File: config.mk
export PLATFORM = sky130hd
export DESIGN_NAME = sdp_rdma_ig
export DESIGN_NICKNAME = d
export VERILOG_FILES = /design/src/sdp_rdma_cfg_pkg.sv /design/src/sdp_rdma_req_pkg.sv /design/src/sdp_rdma_addr_gen.sv /design/src/sdp_rdma_cube_walk.sv /design/src/sdp_rdma_ig.sv /design/src/sdp_rdma_ig_ctrl.sv /design/src/sdp_rdma_size_calc.sv /design/src/sdp_rdma_stall_cnt.sv
export VERILOG_INCLUDE_DIRS = /design/src
export SDC_FILE = /design/constraint.sdc
export NUM_CORES = 1
export LEC_CHECK = 0
export BUFFER_PORTS_ARGS = -buffer_cell sky130_fd_sc_hd__buf_2
export CAP_MARGIN = 25
export CORE_MARGIN = 5
export CORE_UTILIZATION = 60
export CTS_CLUSTER_SIZE = 16
export DETAILED_ROUTE_END_ITERATION = 10
export GPL_ROUTABILITY_DRIVEN = 0
export HOLD_SLACK_MARGIN = 0.02
export PLACE_DENSITY = 0.89
export SETUP_SLACK_MARGIN = 0.5
export SLEW_MARGIN = 20
export SYNTH_ARGS = -nofsm -noshare
export SYNTH_HDL_FRONTEND = slang
export SYNTH_HIERARCHICAL = 1
export SYNTH_SLANG_ARGS = --single-unit
export TNS_END_PERCENT = 30
File: constraint.sdc
create_clock -name nvdla_core_clk -period 6.3 [get_ports nvdla_core_clk]
set_clock_uncertainty 0.1 [all_clocks]
set_input_delay 0.63 -clock nvdla_core_clk [delete_from_list [all_inputs] [get_ports nvdla_core_clk]]
set_output_delay 0.63 -clock nvdla_core_clk [all_outputs]
set_load 0.05 [all_outputs]
File: src/sdp_rdma_macros.svh
`ifndef SDP_RDMA_MACROS_SVH
`define SDP_RDMA_MACROS_SVH

// ========================================
// sdp rdma ingress widths
// ========================================

// log2 of the 8-byte address granule
`define SDP_ATOM_SHIFT 3

// full byte address on the dma read bus
`define SDP_ADDR_W 32

// request size, in 32-byte atoms minus one
`define SDP_SIZE_W 15

// channel, height and width fields
`define SDP_DIM_W 13

// perf counter width
`define SDP_STALL_W 32

`endif

File: src/sdp_rdma_cfg_pkg.sv
`include "sdp_rdma_macros.svh"

package sdp_rdma_cfg_pkg;

  // 0 is int8, 1 is int16
  typedef logic [1:0] precision_t;
  // cube dimension minus one
  typedef logic [`SDP_DIM_W-1:0] dim_t;
  // channel surfaces, 8 channels per surface at int8
  typedef logic [`SDP_DIM_W-3:0] surf_cnt_t;
  // address in 8-byte granules
  typedef logic [`SDP_ADDR_W-`SDP_ATOM_SHIFT-1:0] granule_addr_t;

  // register view seen by the ingress side
  typedef struct packed {
    granule_addr_t base_addr;
    granule_addr_t line_stride;
    granule_addr_t surf_stride;
    dim_t          channel;
    dim_t          height;
    dim_t          width;
    precision_t    precision;
    logic          data_mode;   // 0 per kernel
    logic          data_size;   // 0 one byte
    logic [1:0]    data_use;    // 2 both
  } rdma_cfg_t;

  // walk position seen by ctrl and addr_gen
  typedef struct packed {
    logic surf_end;
    logic cube_end;
  } walk_flags_t;

  typedef enum logic {
    IG_IDLE,
    IG_BUSY
  } ig_state_e;

  // number of surfaces minus one
  // int8 packs 8 channels, everything else 4
  function automatic surf_cnt_t surf_count(input rdma_cfg_t cfg);
    if (cfg.precision == 2'd0) begin
      return surf_cnt_t'(cfg.channel >> 3);
    end
    return surf_cnt_t'(cfg.channel >> 2);
  endfunction

  // per-kernel or 1x1 pack, both issue one request for the whole op
  function automatic logic single_req(input rdma_cfg_t cfg);
    logic pack_1x1;
    pack_1x1 = (cfg.width == '0) && (cfg.height == '0);
    return pack_1x1 || (cfg.data_mode == 1'b0);
  endfunction

endpackage

File: src/sdp_rdma_req_pkg.sv
`include "sdp_rdma_macros.svh"

package sdp_rdma_req_pkg;

  // size in 32-byte atoms minus one
  typedef logic [`SDP_SIZE_W-1:0] req_size_t;
  // byte address
  typedef logic [`SDP_ADDR_W-1:0] byte_addr_t;

  // ========================================
  // dma read request, 47 bits
  // ========================================
  // size sits above the address
  typedef struct packed {
    req_size_t  size;
    byte_addr_t addr;
  } dma_rd_req_t;

  // ========================================
  // context queue entry, 16 bits
  // ========================================
  // egress side uses cube_end to close the op
  typedef struct packed {
    logic      cube_end;
    req_size_t size;
  } cq_entry_t;

endpackage

File: src/sdp_rdma_addr_gen.sv
`timescale 1ns/1ps
`include "sdp_rdma_macros.svh"

module sdp_rdma_addr_gen (
  input  logic                          nvdla_core_clk,
  input  logic                          nvdla_core_rstn,
  input  logic                          op_load,
  input  logic                          accept,
  input  sdp_rdma_cfg_pkg::walk_flags_t flags,
  input  sdp_rdma_cfg_pkg::rdma_cfg_t   cfg,
  output sdp_rdma_req_pkg::byte_addr_t  req_addr
);

  import sdp_rdma_cfg_pkg::*;
  import sdp_rdma_req_pkg::*;

  granule_addr_t base_addr_line;
  granule_addr_t base_addr_surf;
  granule_addr_t next_surf;

  // start of the following surface
  // carry out is dropped, the address space wraps
  assign next_surf = base_addr_surf + cfg.surf_stride;

  // ========================================
  // line base
  // ========================================
  always_ff @(posedge nvdla_core_clk or negedge nvdla_core_rstn) begin
    if (!nvdla_core_rstn) begin
      base_addr_line <= '0;
    end else if (op_load) begin
      base_addr_line <= cfg.base_addr;
    end else if (accept) begin
      if (flags.surf_end) begin
        base_addr_line <= next_surf;
      end else begin
        base_addr_line <= base_addr_line + cfg.line_stride;
      end
    end
  end

  // surface base, moves only at surface end
  always_ff @(posedge nvdla_core_clk or negedge nvdla_core_rstn) begin
    if (!nvdla_core_rstn) begin
      base_addr_surf <= '0;
    end else if (op_load) begin
      base_addr_surf <= cfg.base_addr;
    end else if (accept && flags.surf_end) begin
      base_addr_surf <= next_surf;
    end
  end

  // granule to byte address
  assign req_addr = byte_addr_t'(base_addr_line) << `SDP_ATOM_SHIFT;

endmodule

File: src/sdp_rdma_cube_walk.sv
`timescale 1ns/1ps

module sdp_rdma_cube_walk (
  input  logic                          nvdla_core_clk,
  input  logic                          nvdla_core_rstn,
  input  logic                          accept,
  input  sdp_rdma_cfg_pkg::rdma_cfg_t   cfg,
  output sdp_rdma_cfg_pkg::walk_flags_t flags
);

  import sdp_rdma_cfg_pkg::*;

  surf_cnt_t size_of_surf;
  surf_cnt_t count_c;
  dim_t      count_h;
  logic      single;
  logic      is_last_h;
  logic      is_last_c;
  logic      is_surf_end;
  logic      is_cube_end;

  // ========================================
  // cube shape
  // ========================================
  assign size_of_surf = surf_count(cfg);
  assign single       = single_req(cfg);

  assign is_last_h = (count_h == cfg.height);
  assign is_last_c = (count_c == size_of_surf);

  // every request is one full line, so the line end is implied
  // single-request modes finish surface and cube at once
  assign is_surf_end = single | is_last_h;
  assign is_cube_end = single | (is_surf_end & is_last_c);

  assign flags.surf_end = is_surf_end;
  assign flags.cube_end = is_cube_end;

  // ========================================
  // channel count across surfaces
  // ========================================
  always_ff @(posedge nvdla_core_clk or negedge nvdla_core_rstn) begin
    if (!nvdla_core_rstn) begin
      count_c <= '0;
    end else if (accept) begin
      if (is_cube_end) begin
        count_c <= '0;
      end else if (is_surf_end) begin
        count_c <= count_c + 1'b1;
      end
    end
  end

  // ========================================
  // height count inside a surface
  // ========================================
  // wraps at surface end, which also covers cube end
  always_ff @(posedge nvdla_core_clk or negedge nvdla_core_rstn) begin
    if (!nvdla_core_rstn) begin
      count_h <= '0;
    end else if (accept) begin
      if (is_surf_end) begin
        count_h <= '0;
      end else begin
        count_h <= count_h + 1'b1;
      end
    end
  end

endmodule

File: src/sdp_rdma_ig.sv
`timescale 1ns/1ps
`include "sdp_rdma_macros.svh"

module sdp_rdma_ig (
  input  logic                           nvdla_core_clk,
  input  logic                           nvdla_core_rstn,
  input  logic                           op_load,
  input  sdp_rdma_cfg_pkg::rdma_cfg_t    reg_cfg,
  input  logic                           op_en,
  input  logic                           perf_dma_en,
  input  logic                           dma_rd_req_rdy,
  input  logic                           cq_prdy,
  output sdp_rdma_req_pkg::dma_rd_req_t  dma_rd_req_pd,
  output logic                           dma_rd_req_vld,
  output sdp_rdma_req_pkg::cq_entry_t    cq_pd,
  output logic                           cq_pvld,
  output logic [`SDP_STALL_W-1:0]        rdma_stall
);

  import sdp_rdma_cfg_pkg::*;
  import sdp_rdma_req_pkg::*;

  logic        busy;
  logic        accept;
  walk_flags_t flags;
  byte_addr_t  req_addr;
  req_size_t   req_size;

  // ========================================
  // control
  // ========================================
  sdp_rdma_ig_ctrl u_ctrl (
    .nvdla_core_clk  (nvdla_core_clk),
    .nvdla_core_rstn (nvdla_core_rstn),
    .op_load         (op_load),
    .cq_prdy         (cq_prdy),
    .dma_rd_req_rdy  (dma_rd_req_rdy),
    .flags           (flags),
    .busy            (busy),
    .accept          (accept),
    .dma_rd_req_vld  (dma_rd_req_vld),
    .cq_pvld         (cq_pvld)
  );

  // surface and line walk
  sdp_rdma_cube_walk u_cube_walk (
    .nvdla_core_clk  (nvdla_core_clk),
    .nvdla_core_rstn (nvdla_core_rstn),
    .accept          (accept),
    .cfg             (reg_cfg),
    .flags           (flags)
  );

  // ========================================
  // request datapath
  // ========================================
  sdp_rdma_addr_gen u_addr_gen (
    .nvdla_core_clk  (nvdla_core_clk),
    .nvdla_core_rstn (nvdla_core_rstn),
    .op_load         (op_load),
    .accept          (accept),
    .flags           (flags),
    .cfg             (reg_cfg),
    .req_addr        (req_addr)
  );

  sdp_rdma_size_calc u_size_calc (
    .cfg      (reg_cfg),
    .req_size (req_size)
  );

  // dma read and cq entry carry the same size
  assign dma_rd_req_pd.addr = req_addr;
  assign dma_rd_req_pd.size = req_size;
  assign cq_pd.size         = req_size;
  assign cq_pd.cube_end     = flags.cube_end;

  // perf, counts cycles the dma holds off a valid request
  sdp_rdma_stall_cnt u_stall_cnt (
    .nvdla_core_clk  (nvdla_core_clk),
    .nvdla_core_rstn (nvdla_core_rstn),
    .op_load         (op_load),
    .enable          (op_en & perf_dma_en),
    .stall           (dma_rd_req_vld & ~dma_rd_req_rdy),
    .count           (rdma_stall)
  );

endmodule

File: src/sdp_rdma_ig_ctrl.sv
`timescale 1ns/1ps

module sdp_rdma_ig_ctrl (
  input  logic                         nvdla_core_clk,
  input  logic                         nvdla_core_rstn,
  input  logic                         op_load,
  input  logic                         cq_prdy,
  input  logic                         dma_rd_req_rdy,
  input  sdp_rdma_cfg_pkg::walk_flags_t flags,
  output logic                         busy,
  output logic                         accept,
  output logic                         dma_rd_req_vld,
  output logic                         cq_pvld
);

  import sdp_rdma_cfg_pkg::*;

  ig_state_e state;
  logic      op_done;

  // ========================================
  // busy / idle
  // ========================================
  // last step of the cube ends the op
  assign op_done = accept & flags.cube_end;

  always_ff @(posedge nvdla_core_clk or negedge nvdla_core_rstn) begin
    if (!nvdla_core_rstn) begin
      state <= IG_IDLE;
    end else begin
      case (state)
        IG_IDLE: begin
          if (op_load) begin
            state <= IG_BUSY;
          end
        end
        IG_BUSY: begin
          // a fresh load wins over the done
          if (op_done && !op_load) begin
            state <= IG_IDLE;
          end
        end
        default: state <= IG_IDLE;
      endcase
    end
  end

  assign busy = (state == IG_BUSY);

  // ========================================
  // join of dma and context queue
  // ========================================
  // each valid is clamped by the other side's ready
  assign dma_rd_req_vld = busy & cq_prdy;
  assign cq_pvld        = busy & dma_rd_req_rdy;

  // both sides step in the same cycle
  assign accept = dma_rd_req_vld & dma_rd_req_rdy;

endmodule

File: src/sdp_rdma_size_calc.sv
`timescale 1ns/1ps

module sdp_rdma_size_calc (
  input  sdp_rdma_cfg_pkg::rdma_cfg_t  cfg,
  output sdp_rdma_req_pkg::req_size_t  req_size
);

  import sdp_rdma_cfg_pkg::*;
  import sdp_rdma_req_pkg::*;

  logic       int8;
  logic       both;
  logic       one_byte;
  logic       illegal;
  logic [1:0] e_shift;
  req_size_t  n_surf;
  req_size_t  n_width;
  req_size_t  size_of_straight;
  req_size_t  size_of_width;

  // n elements of 2**sh bytes, as atoms minus one
  function automatic req_size_t scale(input req_size_t n, input logic [1:0] sh);
    req_size_t ones;
    ones = req_size_t'((1 << sh) - 1);
    return (n << sh) + ones;
  endfunction

  assign int8     = (cfg.precision == 2'd0);
  assign both     = (cfg.data_use == 2'd2);
  assign one_byte = (cfg.data_size == 1'b0);

  // int16 has no 1-byte data
  assign illegal = !int8 && one_byte;

  assign n_surf  = req_size_t'(surf_count(cfg));
  assign n_width = req_size_t'(cfg.width);

  // ========================================
  // bytes per element, as a shift
  // ========================================
  // int8  1B single 1, 2B single 2
  // int8  1B both   2, 2B both   4
  // int16 2B single 1, 2B both   2
  // (int16 counts 2-byte units)
  always_comb begin
    if (int8) begin
      if (both) begin
        e_shift = one_byte ? 2'd1 : 2'd2;
      end else begin
        e_shift = one_byte ? 2'd0 : 2'd1;
      end
    end else begin
      e_shift = both ? 2'd1 : 2'd0;
    end
  end

  // ========================================
  // straight and width sizes
  // ========================================
  // whole channel stack in one request
  // illegal int16 1-byte gives surf doubled, no fill
  always_comb begin
    if (illegal) begin
      size_of_straight = n_surf << 1;
    end else begin
      size_of_straight = scale(n_surf, e_shift);
    end
  end

  // one line of the surface
  assign size_of_width = scale(n_width, e_shift);

  // single-request modes send the straight size
  assign req_size = single_req(cfg) ? size_of_straight : size_of_width;

endmodule

File: src/sdp_rdma_stall_cnt.sv
`timescale 1ns/1ps
`include "sdp_rdma_macros.svh"

module sdp_rdma_stall_cnt (
  input  logic                    nvdla_core_clk,
  input  logic                    nvdla_core_rstn,
  input  logic                    op_load,
  input  logic                    enable,
  input  logic                    stall,
  output logic [`SDP_STALL_W-1:0] count
);

  logic [`SDP_STALL_W-1:0] cnt_cur;

  // ========================================
  // dma back-pressure counter
  // ========================================
  // frozen while perf counting is off
  // op_load restarts the count for the new op
  always_ff @(posedge nvdla_core_clk or negedge nvdla_core_rstn) begin
    if (!nvdla_core_rstn) begin
      cnt_cur <= '0;
    end else if (enable) begin
      if (op_load) begin
        cnt_cur <= '0;
      end else if (stall) begin
        cnt_cur <= cnt_cur + 1'b1;
      end
    end
  end

  // register value goes straight out
  assign count = cnt_cur;

endmodule

### Yosys cells after proc, flatten, opt, wreduce, memory -nomap -nowiden

Cells that the tools add are included.

| word-level totals | value |
|---|---|
| logic and storage cells | 72 |
| input port bits | 139 |
| register bits | 115 |

| operators by class | value |
|---|---|
| bitwise gates (word level) | 13 |
| eq/ne operators | 3 |
| reduce and logical (&&, ||, !) cells | 16 |
| $add $sub $neg | 8 |
| shift operators | 3 |
| muxes and demuxes | 23 |

Operator list:

| cell | number |
|---|---|
| 2-to-1 mux 29 bit | 5 |
| 2-to-1 mux 32 bit | 2 |
| adder 29 bit | 2 |
| 2-to-1 mux 11 bit | 4 |
| adder 32 x 1 -> 32 bit (second input constant) | 1 |
| adder 15 bit | 2 |
| 2-to-1 mux 15 bit | 2 |
| zero test 13 bit | 2 |
| << shifter 1 x 2 -> 15 bit (first input constant) | 1 |
| << shifter 11 x 2 -> 15 bit | 1 |
| << shifter 13 x 2 -> 15 bit | 1 |
| subtractor 15 x 2 -> 15 bit (second input constant) | 1 |
| adder 13 x 1 -> 13 bit (second input constant) | 1 |
| equality test 13 bit | 1 |
| 2-to-1 mux 13 bit | 1 |
| adder 11 x 1 -> 11 bit (second input constant) | 1 |
| equality test 11 bit | 1 |
| nonzero test 2 bit | 4 |
| bitwise AND 1 bit | 7 |
| 2-to-1 mux 2 bit | 3 |
| 2-to-1 mux 1 bit | 5 |
| logical AND 1 bit | 4 |
| inverter 1 bit | 4 |
| AND reduction 2 bit | 2 |
| other kinds (6) | 8 |

### Depth between registers and ports, before layout

Gate-level depths: netlist of run 1.

| depth | value |
|---|---|
| depth after elaboration | 10 |
| depth in mapped cells | 15 |
| mapped depth without buffers | 13 |

### Hierarchy

The synthesis of run 1 kept the hierarchy.

Modules (own cells, without submodules):

| module | cells an instance | times used | area an instance (um2) |
|---|---|---|---|
| sdp_rdma_addr_gen | 717 | 1 | 5781.8 |
| sdp_rdma_size_calc | 333 | 1 | 2147.1 |
| sdp_rdma_stall_cnt | 195 | 1 | 1804.2 |
| sdp_rdma_cube_walk | 207 | 1 | 1754.2 |
| sdp_rdma_ig | 17 | 1 | 132.6 |
| sdp_rdma_ig_ctrl | 6 | 1 | 58.8 |

### Worst setup path before layout of run 1

No wires, ideal clock.

| path | value |
|---|---|
| kind | input-to-output |
| start point | input reg_cfg[5] (netlist name) |
| end point | output dma_rd_req_pd[42] (netlist name) |
| setup slack | 1.101 ns |
| arrival time | 4.469 ns |
| cell stages on the path | 14 |
| buffers on the path | 2 |
| path through | nor2_1 > nand2_1 > xnor2_2 > buf_2 > ha_1 > inv_1 > fa_1 > a211oi_2 > o211ai_2 > a221oi_4 > xnor2_1 > nand2_1 > a31oi_1 > buf_4 |

RTL lines:

| element | line | text |
|---|---|---|
| start: declaration | sdp_rdma_ig.sv:8 | `input sdp_rdma_cfg_pkg::rdma_cfg_t reg_cfg,` |
| end: declaration | sdp_rdma_ig.sv:13 | `output sdp_rdma_req_pkg::dma_rd_req_t dma_rd_req_pd,` |

==> impl_metrics.tcl, run 1 <==
set metrics [dict create \
    slowest_delay_ns 0.57 \
    tightestPinTransition_ns 0.934 \
    antenna_found_initial 1 \
    min_period_ns 5.39 \
    clock-sinks 115 \
    grt_pass1_wl_mm 56.8 \
    nets 1899 \
    async_flop_share_pct 100 \
    die_area_um2 22400 \
    critical_path.cell_chain "buf_2 > nor2_1 > nand2_1 > xnor2_2 > ha_1 > nand2_1 > inv_1 > ha_1 > o21ai_1 > o211ai_2 > a221oi_4 > xnor2_1 > nand2_1 > a31oi_1 > buf_2" \
    gr-usage-met1_pct 41.2 \
    use_met2_pct 47.7 \
    clock_tree.root_cell "clkbuf_16" \
    critPathMostFrequentCell "nand2_1" \
    layout_commonest_cell "buf_2" \
    drtAntennaViolNets 0 \
    start_util_pct 60.4 \
    core_area_um2 19300 \
    syn_area_per_cell_um2 7.92 \
    yosys_register_bits 115 \
    peakVddDrop_v 0.000221 \
    hold_violations 0 \
    worstSkewPairLatency_ns 0.42 \
    row_count 51 \
    p_per_area_nw_per_um2 276 \
    grt_pass1_vias 11851 \
    fillers 1485 \
    clk_path_buf_depth 2 \
    numCtsBuffers 17 \
    drc 0 \
    crit_fanout 14 \
    area_delta_synth_final_pct 15.5 \
    dpl.hpwl_mm 26.5 \
    drive_gt1_share_pct 19.2 \
    hold_path_class "in -> async" \
    relSlewSlack_pct 37.7 \
    crit_required_ns 5.57 \
    fin_crit_sh_pct 85.5 \
    grt_busiest_layer "met2" \
    worstSetupPathType "in -> out" \
    critPathLaunchType "input port" \
    crit_slowest_cell "xnor2_2" \
    rsz0062_at_grt "no" \
    ys.flop_type "dfrtp_1" \
    cts_tree "done" \
    die_y_um 150 \
    track_usage_pct 30.8 \
    grt_max_degree 66 \
    synth_cell_types 99 \
    synth-edff-count 0 \
    post_cts_buffers 0 \
    grt_overflow 0 \
    synth_seq_area_share_pct 24.6 \
    io_pins 236 \
    wl_per_cell_um 18.2 \
    via_per_inst 6.52 \
    max_freq_ghz 0.186 \
    use_met3_pct 6.42 \
    final_core_util_pct 69.8 \
    status "finished clean" \
    dieWidth_um 150 \
    finalSetupTns_ns 0 \
    synth_cells 1475 \
    ys_warn_count 6 \
    ctsResizeCount 0 \
    p_total_uw 3720 \
    cap_violations 0 \
    finalSetupViolCount 0 \
    slew_viol_final 0 \
    vias 12686 \
    htreeDepth 4 \
    leakage_uw 0.00627 \
    hold_buffers 0 \
    port_buffers 230 \
    cts.clk_slew.worst_paths_ns 0.06 \
    wl_mm 35.4 \
    drt_iter0_drc 1132 \
    dr.pass1.iters 7 \
    crit_arrival_ns 4.66 \
    cp-end-kind "output port" \
    layout_common_cells "buf_2, nor2_1, nand2_1" \
    synth_area_um2 11700 \
]
[cell usage after synthesis, types with 7 or more instances]
cell / number / share of area (%)
nand3_1: 49 / 2.1
nor2_1: 147 / 4.7
o21ai_0: 99 / 4.2
o22ai_1: 41 / 2.2
o31ai_1: 11 / 0.71
or4_1: 12 / 0.77
and2_1: 10 / 0.54
a31oi_1: 20 / 1.1
a21o_1: 31 / 2.0
nand2b_1: 13 / 0.70
o21a_1: 14 / 0.90
o221ai_1: 7 / 0.52
nor3_1: 22 / 0.94
a21oi_1: 102 / 4.4
nand2_1: 145 / 4.7
buf_2: 11 / 0.47
or3_1: 14 / 0.75
buf_4: 24 / 1.5
a21boi_0: 7 / 0.45
or2_2: 7 / 0.37
mux2_2: 9 / 0.87
and4_1: 7 / 0.52
a211oi_1: 12 / 0.77
a22oi_1: 14 / 0.90
nor4_1: 25 / 1.3
o21ai_1: 15 / 0.64
and3_1: 18 / 0.96
xnor2_1: 55 / 4.1
inv_1: 48 / 1.5
mux2i_1: 18 / 1.5
clkbuf_1: 38 / 1.2
xor2_1: 47 / 3.5
nand4_1: 18 / 0.96
o211ai_1: 17 / 1.1
a221oi_1: 9 / 0.67
o21bai_1: 8 / 0.51
ha_1: 89 / 9.5
dfrtp_1: 115 / 25
a22o_1: 7 / 0.52
nor2b_1: 10 / 0.54
[kinds of logic after synthesis]
group / Yosys count / share of synthesized area [%]
buffers and inverters: 125 / 4.98
multiplexers: 27 / 2.41
AND/OR/NAND/NOR: 526 / 22.0
other: 3 / 0.0964
XOR/XNOR: 103 / 7.79
AO/OA/AOI/OAI: 483 / 27.8
flip-flops: 115 / 24.6
adder cells (fa/ha/maj): 93 / 10.2
[layer usage]
metal / part of all wire, % / up-vias
met2: 45 / 788
met1: 41 / 5880
met5: 0 / -
met3: 10 / 151
met4: 4.4 / 0
li1: - / 5867
[where the power goes]
part / switching [uW] / internal [uW]
Combinational: 1180 / 637
Clock: 398 / 594
Sequential: 90.8 / 824
Total: 1670 / 2050
[flip-flops by register name, summed over array words and instances (netlist names)]
signal,cells
u_stall_cnt/count,32
u_addr_gen/base_addr_line,29
u_addr_gen/base_addr_surf,29
u_cube_walk/count_h,13
u_cube_walk/count_c,11
u_ctrl/busy,1
[critical path: cells and delay by family]
kind                       cells  cell delay [ns]
xor gates and xnor gates       2             0.72
AOI/OAI and AO/OA              4             0.95
and+or+nand+nor                4             0.87
adders and majority gates      2             0.69
buffers and inverters          3             0.80
[metrics by stage]
stage / setup WS (ns) / cell area (um^2) / hold slack [ns] / instances
detailed placement: 1.08 / 12900 / 0.380 / 1913
global placement: 1.22 / 12900 / 0.366 / 1913
global route: 0.599 / 13500 / 0.184 / 1946
finish: 0.911 / 13500 / 0.139 / 1946
CTS: 1.08 / 13500 / 0.159 / 1945
floorplan: 1.10 / 11700 / 0.234 / 1487
[cell type report]
type | count | area, um^2 | area share [%]
multi-input cells | 1247 | 8300 | 61.5
flip-flops and latches | 115 | 2880 | 21.3
repair buffers | 236 | 1200 | 8.88
clock buffers | 17 | 425 | 3.15
well taps | 265 | 332 | 2.46
inverters | 50 | 188 | 1.39
clock inverters | 15 | 171 | 1.27
diodes | 1 | 2.50 | 0.0185
[path summary, 6_finish.rpt]
kind	start	end	slack [ns]	cells past startpoint
min in group nvdla_core_clk	reg_cfg[103]	u_addr_gen/base_addr_line[0]$_DFFE_PN0P_	0.33	3
worst min register to register	u_addr_gen/base_addr_surf[2]$_DFFE_PN0P_	u_addr_gen/base_addr_surf[2]$_DFFE_PN0P_	0.39	2
worst max register to register	u_cube_walk/count_h[1]$_DFFE_PN0P_	u_addr_gen/base_addr_surf[15]$_DFFE_PN0P_	2.94	9
worst max-delay path	reg_cfg[5]	dma_rd_req_pd[42]	0.91	15
worst min-delay path	nvdla_core_rstn	u_stall_cnt/count[30]$_DFFE_PN0P_	0.14	1
max in group asynchronous	nvdla_core_rstn	u_addr_gen/base_addr_line[4]$_DFFE_PN0P_	4.60	2
(Power assumes the default switching activity.)
==> run 2: changes to the inputs <==
Settings changed: CTS_CLUSTER_DIAMETER from default to 120, PLACE_DENSITY 0.89 to 0.9, SYNTH_HIERARCHICAL 1 to default.
==> run 2 against run 1 <==
- power is 8.6% lower
- synthesized area is 5.3% lower
- sequential share of layout area grew 0.93 points
- die area down 4.9%
- combinational power is 18% lower
- global-route usage down 0.19 points
- synthesized cell count fell by 3.3%
- critical path type unchanged
- largest cell class unchanged
==> impl_metrics.tcl, run 2 <==
set metrics [dict create \
    synthTopCellsByArea "dfrtp_1, ha_1, xor2_1" \
    port_buffers 230 \
    die_area_um2 21300 \
    cts.clk_slew.worst_paths_ns 0.07 \
    p_switching_uw 1450 \
    wl_mm 34.2 \
    synth_common_cells "nor2_1, nand2_1, dfrtp_1, o21ai_0, a21oi_1" \
    crit_slowest_cell "fa_1" \
    grt_pass1_wl_mm 54.5 \
    power_frac_seq_pct 25.5 \
    p_per_area_nw_per_um2 263 \
    post-synth-top-area-cell "dfrtp_1" \
    track_usage_pct 30.6 \
    r2r-end "u_addr_gen.base_addr_surf[28]$_DFFE_PN0P_" \
    pwr-share-clk_pct 30.7 \
    wl_per_cell_um 18.3 \
    cap_violations 0 \
    dpl.hpwl_mm 25.6 \
    multi_input_area_um2 7730 \
    relSlewSlack_pct 28.9 \
    status "finished clean" \
    via_per_inst 6.32 \
    synth-edff-count 0 \
    leakage_uw 0.00637 \
    fin_crit_sh_pct 82.2 \
    fillers 1365 \
    r2r_slack_ns 2.99 \
    crit_required_ns 5.57 \
    hold_path_class "in -> async" \
    crit_fanout 8 \
    r2r.worst_path.cells 8 \
    clk_path_buf_depth 2 \
    rsz0062_at_grt "no" \
    grt_overflow 0 \
    max_freq_ghz 0.193 \
    io_pins 236 \
    start_util_pct 61.2 \
    hold_violations 0 \
    dr.pass1.iters 6 \
    cts_tree "done" \
    ys_warn_count 0 \
    peakVddDrop_v 0.000248 \
    hold_buffers 0 \
    tightestPinTransition_ns 1.05 \
    critical_path.cell_chain "buf_2 > nand2b_1 > xnor2_1 > ha_1 > inv_1 > fa_1 > a21o_1 > a21o_1 > a21oi_2 > o21ai_1 > a41o_1 > o41a_1 > a31o_1 > or3_1 > nand3_1 > buf_2" \
    clock_tree.root_cell "clkbuf_16" \
    critPathLaunchType "input port" \
    dieWidth_um 146 \
    drtAntennaViolNets 0 \
    numCtsBuffers 17 \
    largest_reg_flops 32 \
    finalSetupTns_ns 0 \
    synth_seq_area_share_pct 26.0 \
    post_dp_cell_area_um2 12300 \
    intPower_uw 1950 \
    crit_arrival_ns 4.45 \
    design_area_um2 12900 \
    synth_cells 1426 \
    combPwrFrac_pct 43.7 \
    vias 11794 \
    htreeDepth 4 \
    antenna_found_initial 7 \
    area_delta_synth_final_pct 16.8 \
    drc 0 \
    cp-end-kind "output port" \
    finalSetupViolCount 0 \
    worstSetupPathType "in -> out" \
    ys.flop_type "dfrtp_1" \
    worstSkewPairLatency_ns 0.42 \
    row_count 49 \
    synth_top_area_share_pct 26.0 \
    area.sequential_um2 2880 \
    slew_viol_final 0 \
    layout_common_cells "buf_2, nor2_1, nand2_1" \
    cp_top_family "compound AO/OA/AOI/OAI gates" \
    swShare_pct 42.6 \
    slowest_delay_ns 0.47 \
    layout_commonest_cell "buf_2" \
    post_cts_buffers 0 \
    clock-sinks 115 \
    critPathBufInv 3 \
    grt_pass1_vias 11283 \
    r2r-start "u_cube_walk.count_h[1]$_DFFE_PN0P_" \
    core_area_um2 18100 \
    die_y_um 146 \
    synth_area_um2 11100 \
    drt_iter0_drc 1059 \
    syn_area_per_cell_um2 7.76 \
    ctsResizeCount 0 \
    cp_num_cells 16 \
    yosys_register_bits 115 \
    async_flop_share_pct 100 \
    yosysMostFrequentCell "nor2_1" \
    synth_cell_types 66 \
    min_period_ns 5.18 \
    grt_max_degree 84 \
    drive_gt1_share_pct 17.6 \
    nets 1852 \
]
## run 2: power by group through the flow
stage / Sequential, uW / Combinational (uW) / Clock [uW]
global route: 873 / 1610 / 1080
global placement: 874 / 1410 / 0
CTS: 865 / 1470 / 1040
detailed placement: 876 / 1450 / 0
finish: 868 / 1490 / 1040
floorplan: 947 / 1040 / 0
## run 2: cell type report
type / instances / share of cell area, %
multi-input cells: 1206 / 59.8
flip-flops and latches: 115 / 22.3
repair buffers: 243 / 9.74
clock buffers: 18 / 3.40
well taps: 229 / 2.22
clock inverters: 14 / 1.48
inverters: 37 / 1.07
diodes: 4 / 0.0774
## run 2: worst max path at each step
| stage | from | to |
|---|---|---|
| after floorplan | reg_cfg[5] | dma_rd_req_pd[44] |
| after global placement | reg_cfg[5] | dma_rd_req_pd[46] |
| after detailed placement | reg_cfg[5] | cq_pd[14] |
| after CTS | reg_cfg[5] | cq_pd[14] |
| after global routing | reg_cfg[0] | cq_pd[14] |
| final | reg_cfg[0] | cq_pd[14] |
## run 2: cells by family after synthesis
family | Yosys count | share of synthesized area (%)
fa+ha+maj | 93 | 10.8
buf+inv | 118 | 4.70
simple gates | 519 | 21.8
mux | 28 | 2.57
xor+xnor | 133 | 10.5
compound gates | 418 | 23.5
flops | 115 | 26.0
other cells | 2 | 0.0679
## run 2: metrics by stage
stage,hold WS [ns],setup WS (ns),power [uW],cells,utilization (%)
final,0.110,1.12,3400,1866,71.5
after global routing,0.164,0.956,3560,1865,71.5
after CTS,0.136,1.16,3370,1861,71.3
after detailed placement,0.411,1.18,2330,1829,67.9
after global placement,0.394,1.27,2290,1829,67.9
after floorplan,0.234,0.668,1990,1439,-
## run 2: per-layer routing
| layer | GRT usage [%] | routed length, um | vias up |
|---|---|---|---|
| met5 | 0 | 39 | - |
| met4 | 16.5 | 1920 | 8 |
| met3 | 5.67 | 3010 | 150 |
| met2 | 51.9 | 16600 | 666 |
| li1 | - | - | 5518 |
| met1 | 36.9 | 12700 | 5452 |
## run 2: worst reg2reg max path, cell delays in order, from the launching register on
cell     delay [ns]
dfrtp_1        0.44
xor2_1         0.17
nor4_1         0.30
nand4_1        0.28
nand2_1        0.16
buf_4          0.34
nand2_1        0.68
and3_1         0.47
a211o_1        0.27
